===== config.mk =====
export PLATFORM = sky130hd
export DESIGN_NAME = mem_ctrl
export DESIGN_NICKNAME = d
export VERILOG_FILES = /design/src/mem_ctrl.sv
export VERILOG_INCLUDE_DIRS = /design/src
export SDC_FILE = /design/constraint.sdc
export NUM_CORES = 1
export LEC_CHECK = 0
export ABC_AREA = 1
export BUFFER_PORTS_ARGS = -buffer_cell sky130_fd_sc_hd__buf_4
export CELL_PAD_IN_SITES_DETAIL_PLACEMENT = 0
export CELL_PAD_IN_SITES_GLOBAL_PLACEMENT = 1
export CORE_MARGIN = 3
export CORE_UTILIZATION = 31
export CTS_CLUSTER_DIAMETER = 60
export CTS_CLUSTER_SIZE = 8
export DETAILED_ROUTE_END_ITERATION = 8
export PLACE_DENSITY_LB_ADDON = 0.12
export SYNTH_ARGS = -nofsm -noshare
export SYNTH_HDL_FRONTEND = slang
export SYNTH_SLANG_ARGS = --single-unit

===== constraint.sdc =====
create_clock -name clk -period 3.5 [get_ports clk]
set_input_delay 0.525 -clock clk [delete_from_list [all_inputs] [get_ports clk]]
set_output_delay 0.525 -clock clk [all_outputs]
set_load 0.01 [all_outputs]

===== src/mem_macros.svh =====
`ifndef MEM_MACROS_SVH
`define MEM_MACROS_SVH

// datapath widths
`define DATA_W 32
`define REG_AW 5
`define WREN_W 4

// one-hot memory operation vector, one bit per access kind
`define MEMOP_W 12
`define OP_LB   0
`define OP_LBU  1
`define OP_LH   2
`define OP_LHU  3
`define OP_LW   4
`define OP_SB   5
`define OP_SH   6
`define OP_SW   7
`define OP_LWL  8
`define OP_LWR  9
`define OP_SWL  10
`define OP_SWR  11

// data RAM word address width, 256 words by default
`define RAM_AW 8

`endif


===== src/mem_ctrl.sv =====
`include "mem_macros.svh"

module mem_ctrl (
	input  logic                clk,
	input  logic                rst_i,
	input  logic                stall_i,
	input  logic                mdu_stallreq_i,
	input  logic                flush_i,
	input  logic                ex_valid_i,
	input  logic [`MEMOP_W-1:0] ex_memop_i,
	input  logic [`DATA_W-1:0]  ex_addr_i,
	input  logic [`REG_AW-1:0]  ex_waddr_i,
	input  logic [`DATA_W-1:0]  ex_wdata_i,
	input  logic [`WREN_W-1:0]  ex_wren_i,
	input  logic [`DATA_W-1:0]  ex_pc_i,
	output logic                stall_o,
	output logic                stage_en_o,
	output logic                ram_en_o,
	output logic                ram_we_o,
	output logic [`MEMOP_W-1:0] m_memop_o,
	output logic [1:0]          m_addr_low_o,
	output logic [`REG_AW-1:0]  m_waddr_o,
	output logic [`DATA_W-1:0]  m_wdata_o,
	output logic [`WREN_W-1:0]  m_wren_o,
	output logic [`DATA_W-1:0]  m_pc_o,
	output logic                m_exc_o,
	output logic                m_load_o
);

	logic hold;
	logic is_load;
	logic is_store;
	logic half_op;
	logic word_op;
	logic addr_err;
	logic access;

	assign hold       = stall_i | mdu_stallreq_i;
	assign stage_en_o = ~hold;
	assign stall_o    = hold;

	assign is_load  = ex_memop_i[`OP_LB]  | ex_memop_i[`OP_LBU] | ex_memop_i[`OP_LH]
	                | ex_memop_i[`OP_LHU] | ex_memop_i[`OP_LW]  | ex_memop_i[`OP_LWL]
	                | ex_memop_i[`OP_LWR];
	assign is_store = ex_memop_i[`OP_SB]  | ex_memop_i[`OP_SH]  | ex_memop_i[`OP_SW]
	                | ex_memop_i[`OP_SWL] | ex_memop_i[`OP_SWR];

	// unaligned lwl/lwr/swl/swr are legal, so only plain half and word accesses count
	assign half_op  = ex_memop_i[`OP_LH] | ex_memop_i[`OP_LHU] | ex_memop_i[`OP_SH];
	assign word_op  = ex_memop_i[`OP_LW] | ex_memop_i[`OP_SW];
	assign addr_err = ex_valid_i & ((half_op & ex_addr_i[0]) | (word_op & (|ex_addr_i[1:0])));

	// a flushed or faulting access never touches the RAM
	assign access   = ex_valid_i & (is_load | is_store) & ~addr_err & ~flush_i & ~hold;
	assign ram_en_o = access;
	assign ram_we_o = access & is_store;

	always_ff @(posedge clk) begin
		if (rst_i) begin
			m_memop_o <= '0;
			m_waddr_o <= '0;
			m_wdata_o <= '0;
			m_wren_o  <= '0;
			m_exc_o   <= 1'b0;
			m_load_o  <= 1'b0;
		end else if (!hold) begin
			if (flush_i || !ex_valid_i) begin
				// bubble
				m_memop_o <= '0;
				m_waddr_o <= '0;
				m_wdata_o <= '0;
				m_wren_o  <= '0;
				m_exc_o   <= 1'b0;
				m_load_o  <= 1'b0;
			end else begin
				m_memop_o <= addr_err ? '0 : ex_memop_i;
				m_waddr_o <= ex_waddr_i;
				m_wdata_o <= ex_wdata_i;
				// stores and faulting ops write no register
				m_wren_o  <= (addr_err || is_store) ? '0 : ex_wren_i;
				m_exc_o   <= addr_err;
				m_load_o  <= is_load & ~addr_err;
			end
		end
	end

	// pc survives a flush so a later fault report still has it
	always_ff @(posedge clk) begin
		if (!hold) begin
			m_pc_o       <= ex_pc_i;
			m_addr_low_o <= ex_addr_i[1:0];
		end
	end

	a_memop_onehot: assert property (@(posedge clk) disable iff (rst_i)
		ex_valid_i |-> $onehot0(ex_memop_i))
		else $error("ex_memop_i not one-hot: %h", ex_memop_i);

endmodule


==> results.md <==
* Area growth syn-to-layout at 54.0%
* Drt first pass iters at 4
* Clock Skew at 0 ps
* F_max at about 0.44 GHz
* Worst slew margin at 58.6%
* Worst hold slack at 346 ps
* Register bit total from synthesis at 89
* FP Rows at 36
* Buffers on Ports at around 190
* PostCTS Resize Cnt at 0
* Crit-path slowest cell: or2_2
* CP Cell Sequence: buf_4 -> or2_2 -> nor2_4 -> nand2_1 -> o21ai_0 -> buf_4
* Syn avg cell area at 10.2 um^2
* Worst Hold Class: in -> reg
* Max-slew violations at 0
* Mapped Cells at around 310
* Hold_buf cts at 0
* Via count at 2,692
* Antenna Cells at 0
* Slew of the pin with the lowest slew margin at just over 600 ps
* Critical Path AT at approximately 1700 ps
* Sequential share of the synthesized area at 67.9%
* Hold path cells at 1
* Starting Density at 32.0%
* Total power at 2.13 mW
* Unique masters post-synth at 18
* Final wirelength at 8580 um
* Maximum VDD drop at 254 uV
* Antenna Nets Post-Route at 0
* RR Endpoint: m_memop_o[4]
* Clk sink count at 89
* CTS Buffer Depth at 2
* Most frequent CP cell: buf_4
* Final Hold Fails at 0
* CP top delay family: simple AND/OR/NAND/NOR gates
* All-Layer GR Usage at roughly 15%
* Final TNS setup at 0 ps
* Initial antenna violation count at 0
* DP HPWL at ~6000 um
* Mapped Area at 0.00312 mm^2
* Fin crit period at 2260 ps
* LEAKAGE at between 2 and 2.5 nW
* Placed Cells at 607
* Ports at 216
* Layout cell share with drive strength beyond 1 at 43.7%
* Routed vias/inst at 4.32
* Worst r2r src: m_memop_o[4]
* CP peak stage delay at 500 ps
* Final setup viols at 0
* Most common cell after layout, fill and taps aside: buf_4
* Worst-Skew Late Latency at 340 ps
* Number of max-cap violations at 0
* Area leader, netlist: dfxtp_1
* Crit path from: mdu_stallreq_i
* Post-route DRC at 0
* DIE AREA at 0.0113 mm^2
* Synth top area share at 35.2%
* Reg-to-reg setup timing slack at around 2900 ps
* Core ar. at 0.00977 mm^2
* First DRT Iteration DRCs at 97
* Final non-filler cell total at between 600 and 700
* Crit path kind: in -> out
* Most frequent cells in the layout: buf_4, nand2_1, dfxtp_1
* Final worst path period share at between 60 and 70%
* Hold wc startpoint: ex_pc_i[10]
* Die Y at about 110 um
* Post-layout util at between 40 and 50%
* Worst setup margin at approximately 1200 ps
* H-tree depth at 3
* Crit end category: primary output
* Grt total ovfl at 0
* Crit start category: input port
* Largest net degree at the start of global routing at 56
* Die X-Extent at 106 um
* Worst R2R Path Depth at 2
* Status: finished, final reports clean
* Syn_nets at 428
* Post-CTS setup buffer count at 0
* DR WL/cell at 13.8 um
* TritonCTS clock tree: built
* Worst path bufs/invs at 2
* Yosys warns at 0
* Num CTS Buffers at 9
* Placement Cell Area at 0.00459 mm^2
* Clock slew at reported path FFs at 100 ps
* RD Place Congestion at approximately 0.74
* End of the worst hold path: m_pc_o[10]
* Data required, critical path at 2970 ps
* Vias in the first global route at between 2k and 2.5k
* RSZ-0062 raised after global routing: false
* Pre-CTS setup slack at 1190 ps
* Synth area leaders: dfxtp_1, edfxtp_1, nand2_1
* Finished Cell Area at 0.00481 mm^2
* CP Max Fanout at 24
* Global-route wire length before repair at 12,900 um
* Layout Nets at 608
* CTS root buffer: clkbuf_8
* PD cells at 443 mW/mm^2
## synthesized netlist by cell type (all sizes together)
library cell	n
or2	1
nor2	11
edfxtp	34
nand4	1
o21ai	2
a21oi	55
nor3	1
nand2	95
nand3	20
buf	12
clkbuf	8
nand3b	1
dfxtp	55
inv	9
## layout make-up
| cell class | instances | area, um^2 |
|---|---|---|
| flip-flops and latches | 89 | 2120 |
| inverters | 9 | 33.8 |
| clock buffers | 9 | 124 |
| multi-input cells | 187 | 847 |
| well taps | 133 | 166 |
| clock inverters | 7 | 98.8 |
| repair buffers | 189 | 1420 |
| fillers | 918 | 4960 |
## kinds of logic (layout without fill, tap and decap cells)
| group | Yosys count | count (layout) | synth area share (%) |
|---|---|---|---|
| and+or+nand+nor | 130 | 130 | 17.6 |
| DFF | 89 | 89 | 67.9 |
| AOI/OAI and AO/OA | 57 | 57 | 9.49 |
| buffers and inverters | 29 | 214 | 4.97 |
## power by group
part	total, mW	internal (mW)	switching (mW)
Clock	0.784	0.409	0.375
Sequential	1.12	1.11	0.0118
Combinational	0.222	0.122	0.100
Total	2.13	1.64	0.487
## routing by layer
layer	global-route usage (%)	routed length [um]	vias to the layer above
li1	-	-	1369
met2	21.6	3880	135
met5	0	0	-
met3	5.34	912	6
met1	19.1	3680	1182
met4	5.92	110	0
## worst max-delay path by stage
stage,endpoint,slack (ps),cells past startpoint
6_report,ram_en_o,1240,6
2_1_floorplan,stage_en_o,1110,4
5_1_grt,ram_en_o,1150,6
3_5_place_dp,m_exc_o,1190,6
4_1_cts,ram_en_o,1210,6
3_3_place_gp,m_exc_o,1160,6
## state kept, by name (all words and copies together) (netlist names)
| register | cells |
|---|---|
| m_pc_o | 32 |
| m_wdata_o | 32 |
| m_memop_o | 12 |
| m_waddr_o | 5 |
| m_wren_o | 4 |
| m_addr_low_o | 2 |
| m_exc_o | 1 |
| m_load_o | 1 |
Note: power is estimated with default switching activity, not from simulation.
