[src/mem_macros.svh]
`ifndef MEM_MACROS_SVH
`define MEM_MACROS_SVH

// datapath widths
`define DATA_W 32
`define REG_AW 5
`define WREN_W 4

// one-hot memory operation vector, one bit per access kind
`define MEMOP_W 12
`define OP_LB   0
`define OP_LBU  1
`define OP_LH   2
`define OP_LHU  3
`define OP_LW   4
`define OP_SB   5
`define OP_SH   6
`define OP_SW   7
`define OP_LWL  8
`define OP_LWR  9
`define OP_SWL  10
`define OP_SWR  11

// data RAM word address width, 256 words by default
`define RAM_AW 8

`endif

[src/mem_pkg.sv]
`include "mem_macros.svh"

package mem_pkg;

	// one RAM word, seen as byte lanes, halfword lanes or the whole word
	// lane 0 and half 0 are the least significant
	typedef union packed {
		logic [3:0][7:0]      lane;
		logic [1:0][15:0]     half;
		logic [`DATA_W-1:0]   word;
	} mem_word_u;

endpackage

[src/mem_load_stage.sv]
`include "mem_macros.svh"

module mem_load_stage
	import mem_pkg::*;
(
	input  logic                clk,
	input  logic                rst_i,
	input  logic                en_i,
	input  logic                flush_i,
	input  logic [`MEMOP_W-1:0] memop_i,
	input  logic [1:0]          addr_low_i,
	input  mem_word_u           rdata_i,
	input  logic [`REG_AW-1:0]  waddr_i,
	input  logic [`DATA_W-1:0]  wdata_i,
	input  logic [`WREN_W-1:0]  wren_i,
	input  logic [`DATA_W-1:0]  pc_i,
	input  logic                exc_i,
	input  logic                load_i,
	output logic [`REG_AW-1:0]  wb_waddr_o,
	output logic [`DATA_W-1:0]  wb_wdata_o,
	output logic [`WREN_W-1:0]  wb_wren_o,
	output logic [`DATA_W-1:0]  wb_pc_o,
	output logic                wb_exc_o,
	output logic [`REG_AW-1:0]  byp_waddr_o,
	output logic [`DATA_W-1:0]  byp_wdata_o,
	output logic                byp_nofwd_o
);

	logic [7:0]          sel_byte;
	logic [15:0]         sel_half;
	logic [`DATA_W-1:0]  lwl_res;
	logic [`DATA_W-1:0]  lwr_res;
	logic [`WREN_W-1:0]  lwl_mask;
	logic [`WREN_W-1:0]  lwr_mask;
	logic [`DATA_W-1:0]  load_res;
	logic [`WREN_W-1:0]  wren_next;

	// lane picks straight from the union views
	assign sel_byte = rdata_i.lane[addr_low_i];
	assign sel_half = rdata_i.half[addr_low_i[1]];

	// lwl fills the register from the top, the mask tells writeback which bytes
	always_comb begin
		case (addr_low_i)
			2'd0: begin
				lwl_res  = {rdata_i.lane[0], 24'b0};
				lwl_mask = 4'b1000;
			end
			2'd1: begin
				lwl_res  = {rdata_i.half[0], 16'b0};
				lwl_mask = 4'b1100;
			end
			2'd2: begin
				lwl_res  = {rdata_i.word[23:0], 8'b0};
				lwl_mask = 4'b1110;
			end
			default: begin
				lwl_res  = rdata_i.word;
				lwl_mask = 4'b1111;
			end
		endcase
	end

	// lwr fills from the bottom
	always_comb begin
		case (addr_low_i)
			2'd0: begin
				lwr_res  = rdata_i.word;
				lwr_mask = 4'b1111;
			end
			2'd1: begin
				lwr_res  = {8'b0, rdata_i.word[31:8]};
				lwr_mask = 4'b0111;
			end
			2'd2: begin
				lwr_res  = {16'b0, rdata_i.half[1]};
				lwr_mask = 4'b0011;
			end
			default: begin
				lwr_res  = {24'b0, rdata_i.lane[3]};
				lwr_mask = 4'b0001;
			end
		endcase
	end

	always_comb begin
		load_res = rdata_i.word;
		if (memop_i[`OP_LB])       load_res = {{24{sel_byte[7]}}, sel_byte};
		else if (memop_i[`OP_LBU]) load_res = {24'b0, sel_byte};
		else if (memop_i[`OP_LH])  load_res = {{16{sel_half[15]}}, sel_half};
		else if (memop_i[`OP_LHU]) load_res = {16'b0, sel_half};
		else if (memop_i[`OP_LWL]) load_res = lwl_res;
		else if (memop_i[`OP_LWR]) load_res = lwr_res;
	end

	assign wren_next = (load_i && memop_i[`OP_LWL]) ? lwl_mask :
	                   (load_i && memop_i[`OP_LWR]) ? lwr_mask :
	                   wren_i;

	// hazard logic must not forward a load result, it only exists after this stage
	assign byp_waddr_o = waddr_i;
	assign byp_wdata_o = wdata_i;
	assign byp_nofwd_o = load_i;

	always_ff @(posedge clk) begin
		if (rst_i) begin
			wb_waddr_o <= '0;
			wb_wdata_o <= '0;
			wb_wren_o  <= '0;
			wb_exc_o   <= 1'b0;
		end else if (en_i) begin
			if (flush_i) begin
				wb_waddr_o <= '0;
				wb_wdata_o <= '0;
				wb_wren_o  <= '0;
				wb_exc_o   <= 1'b0;
			end else begin
				wb_waddr_o <= waddr_i;
				wb_wdata_o <= load_i ? load_res : wdata_i;
				wb_wren_o  <= wren_next;
				wb_exc_o   <= exc_i;
			end
		end
	end

	always_ff @(posedge clk) begin
		if (en_i) begin
			wb_pc_o <= pc_i;
		end
	end

	a_exc_no_write: assert property (@(posedge clk) disable iff (rst_i)
		wb_exc_o |-> (wb_wren_o == '0))
		else $error("address error entry writes register %h", wb_waddr_o);

endmodule

[config.mk]
export PLATFORM = sky130hd
export DESIGN_NAME = mem_load_stage
export DESIGN_NICKNAME = d
export VERILOG_FILES = /design/src/mem_pkg.sv /design/src/mem_load_stage.sv
export VERILOG_INCLUDE_DIRS = /design/src
export SDC_FILE = /design/constraint.sdc
export NUM_CORES = 1
export LEC_CHECK = 0
export ABC_AREA = 1
export BUFFER_PORTS_ARGS = -buffer_cell sky130_fd_sc_hd__buf_2
export CORE_UTILIZATION = 32
export CTS_CLUSTER_DIAMETER = 100
export DETAILED_ROUTE_END_ITERATION = 8
export PLACE_DENSITY = 0.66
export SYNTH_ARGS = -nofsm -noshare
export SYNTH_HDL_FRONTEND = slang
export SYNTH_SLANG_ARGS = --single-unit
[constraint.sdc]
create_clock -name clk -period 1.55 [get_ports clk]
set_input_delay 0.0775 -clock clk [delete_from_list [all_inputs] [get_ports clk]]
set_output_delay 0.0775 -clock clk [all_outputs]
set_load 0.02 [all_outputs]
==> impl_metrics.json <==
{
  "worst_setup_hold_path_clk_slew_ns": 0.06,
  "synthesis.instances": 837,
  "cts_inserted_buffers": 9,
  "hold_path_class": "in -> reg",
  "fin_crit_sh": 0.804,
  "num_io_pins": 237,
  "sw_frac_of_total": 0.328,
  "postLayoutSetupSlackWorst_ns": 0.304,
  "first_iter_violations": 337,
  "switching_power_mw": 1.97,
  "via_count": 6107,
  "grt_busiest_layer": "met2",
  "fin_crit_ns": 1.25,
  "timing.fmax_ghz": 0.802,
  "pre_cts_ws_ns": -0.0161,
  "grt_max_degree": 43,
  "rows": 46,
  "hpwl_mm": 14.0,
  "place_congestion": 0.905,
  "cts-resized-gates": 0,
  "top_area_cell_type_share_of_the_netlist_area": 0.251,
  "run_status": "finished clean",
  "synth_top_cell_by_area": "nand2_1",
  "wirelength_mm": 19.5,
  "cts.root.buffer_cell": "clkbuf_16",
  "die-area_um2": 17000,
  "grtUsageMet1": 0.292,
  "ys.warnings.count": 0,
  "timing.max_cap.violations": 0,
  "route.detailed.drc": 0,
  "worst_slew_margin_rel": 0.572,
  "avgViaCountPerCell": 4.73,
  "clock_h_tree_levels": 3,
  "p_per_area_nw_per_um2": 841,
  "cell_internal_pwr_mw": 4.04,
  "worst_setup_path_endpoint": "wb_wdata_o[20]$_SDFFE_PP0P_",
  "cts_hold_buffers": 34,
  "final_cells": 1291,
  "num-nets-final": 1193,
  "flop_pwr_share": 0.366,
  "critical_path.endpoint_type": "register",
  "total_leakage_power_nw": 3.60,
  "layout-area-overhead-vs-synth_pct": 35.5,
  "min_delay_path_depth": 3,
  "regToRegStartpoint": "wb_wdata_o[16]$_SDFFE_PP0P_",
  "post-synth-top-count-cell": "nand2_1",
  "critical_path.startpoint_type": "primary input",
  "antenna_left": 0,
  "ys_types": 30,
  "crit_path_category": "in -> reg",
  "ys_seq_elements": 74,
  "initial_utilization": 0.330,
  "port_buffers": 230,
  "synth.net_count": 962,
  "rsz0062_at_grt": "no",
  "final_core_util": 0.447,
  "worstSkewPairLatency_ns": 0.33,
  "worst-r2r-cell-count": 2,
  "rrSetupSlack_ns": 0.91,
  "track_usage": 0.224,
  "clkPwrFrac": 0.361,
  "met2_usage": 0.381,
  "timing.critical_path.from": "addr_low_i[1]",
  "post_synth.cell_area_avg_um2": 6.31,
  "critPathRequiredTime_ns": 1.81,
  "clock_sinks": 74,
  "register_area_share_after_synthesis": 0.341,
  "grt_overflow_total": 0,
  "p_comb_frac": 0.273,
  "async_reset_ff_frac": 0,
  "place.detailed.instances": 1239,
  "drt_pass1_iterations": 5,
  "drt-wirelength-per-cell_um": 15.1,
  "first_global_vias": 5517,
  "clock_path_buffers": 2,
  "floorplan.core_area_um2": 16000,
  "dieHeight_um": 130,
  "timing_worst_slew_pin_value_ns": 0.641,
  "final-max-slew-violation-count": 0,
  "synth_edf_count": 32,
  "grt_first_pass_wirelength_mm": 29.4,
  "yosys-top-cells-count": "353 x nand2_1, 84 x a21oi_1, 76 x nor2_1, 60 x nand3_1, 47 x buf_4",
  "post_synth_instance_area_um2": 5280,
  "power.ir.vdd_worst_mv": 0.693,
  "rr_endpoint": "wb_wdata_o[16]$_SDFFE_PP0P_",
  "setup-violations-final": 0,
  "crit_path_max_fanout": 13,
  "layout_cell_share_with_drive_strength_beyond_1": 0.294,
  "cp_data_arrival_time_ns": 1.51,
  "setup_fix_buffers_added_after_clock_tree_synthesis": 0,
  "ys.flop_type": "dfxtp_1",
  "global_route.usage.met3": 0.0338,
  "tritoncts": "done",
  "fin_worst_skew_ns": 0,
  "timing_hold_violations_final": 0,
  "cells_taking_the_most_area_after_synthesis": "nand2_1 25%, edfxtp_1 18%, dfxtp_1 16%, a21oi_1 8.0%, buf_4 6.7%",
  "grt_antenna_before_repair": 0,
  "die_x_um": 130
}
==> metal layers <==
layer  vias up  part of all wire
met1      2681              0.44
met3        35             0.067
met4         0             0.022
met5         -                 0
met2       286              0.48
li1       3105                 -
==> worst max-delay path: stages <==
cell,delay (ns)
buf_2,0.24
inv_6,0.11
nor2_4,0.25
buf_4,0.20
nand2_1,0.05
nand3_1,0.07
nand3_1,0.12
nand2_1,0.09
nand2_1,0.05
nand2_1,0.07
nand2_1,0.05
a21oi_1,0.11
==> cells by family (layout without fill, tap and decap cells) <==
family	Yosys count	in the layout	share of synthesized area
DFF	74	74	0.341
other	0	2	0
buffers and inverters	130	366	0.139
and+or+nand+nor	507	507	0.392
AOI/OAI and AO/OA	126	126	0.127
==> worst min path at each step <==
stage	slack, ns	end	start
2_1_floorplan	0.18	wb_pc_o[0]$_DFFE_PP_	pc_i[0]
3_3_place_gp	0.25	wb_pc_o[9]$_DFFE_PP_	pc_i[9]
3_5_place_dp	0.26	wb_pc_o[29]$_DFFE_PP_	pc_i[29]
4_1_cts	0.003	wb_waddr_o[1]$_SDFFE_PP0P_	waddr_i[1]
5_1_grt	0.01	wb_waddr_o[4]$_SDFFE_PP0P_	waddr_i[4]
6_report	0.02	wb_waddr_o[4]$_SDFFE_PP0P_	waddr_i[4]
==> state kept, by name (all words and copies together) (netlist names) <==
register / flops
wb_pc_o: 32
wb_wdata_o: 32
wb_waddr_o: 5
wb_wren_o: 4
wb_exc_o: 1
==> layout make-up <==
type	instances	area, um2
fill	1750	8850
tap	216	270
clock buffer	9	225
timing repair buffer	306	1860
multi-input combinational	633	2740
antenna	2	5.00
inverter	44	170
sequential	74	1800
clock inverter	7	83.8
==> cells in the final DEF (no fill, tap or decap) <==
cell	Yosys	routed
nor2_8	1	1
clkinv_1	2	2
o21ai_1	17	17
clkinvlp_4	0	1
bufinv_16	0	1
diode_2	0	2
o21ai_0	12	12
inv_2	6	6
nor2_2	3	3
a21oi_4	1	1
o211ai_1	8	8
nand3_2	5	5
nor2_4	2	2
a31oi_1	1	1
nand3_1	60	60
nor2_1	76	76
a21oi_1	84	84
o31ai_1	1	1
o21ai_2	1	1
edfxtp_1	32	32
buf_2	8	230
inv_8	0	1
buf_4	47	38
dlygate4sd3_1	0	34
nand2_4	1	1
dfxtp_1	42	42
inv_1	35	35
nand2_1	353	353
inv_6	1	4
clkbuf_16	0	9
o22ai_1	1	1
buf_12	0	4
clkinv_4	0	1
nand2_2	6	6
==> metrics by stage <==
step	power, mW	setup TNS, ns	hold WS (ns)	area, um2
after floorplan	3.24	0	0.176	5280
after global placement	3.79	0	0.254	6500
after detailed placement	3.80	-0.0304	0.256	6500
after CTS	6.04	0	0.00273	7150
after global routing	6.33	0	0.0108	7150
final	6.01	0	0.0159	7150
==> power groups by stage <==
stage | clock [mW] | sequential, mW | combinational, mW
final | 2.17 | 2.20 | 1.64
after global routing | 2.32 | 2.21 | 1.80
after CTS | 2.22 | 2.19 | 1.63
after detailed placement | 0 | 2.24 | 1.56
after global placement | 0 | 2.23 | 1.55
after floorplan | 0 | 2.39 | 0.843
No activity file was read; power rests on OpenSTA's default activity.
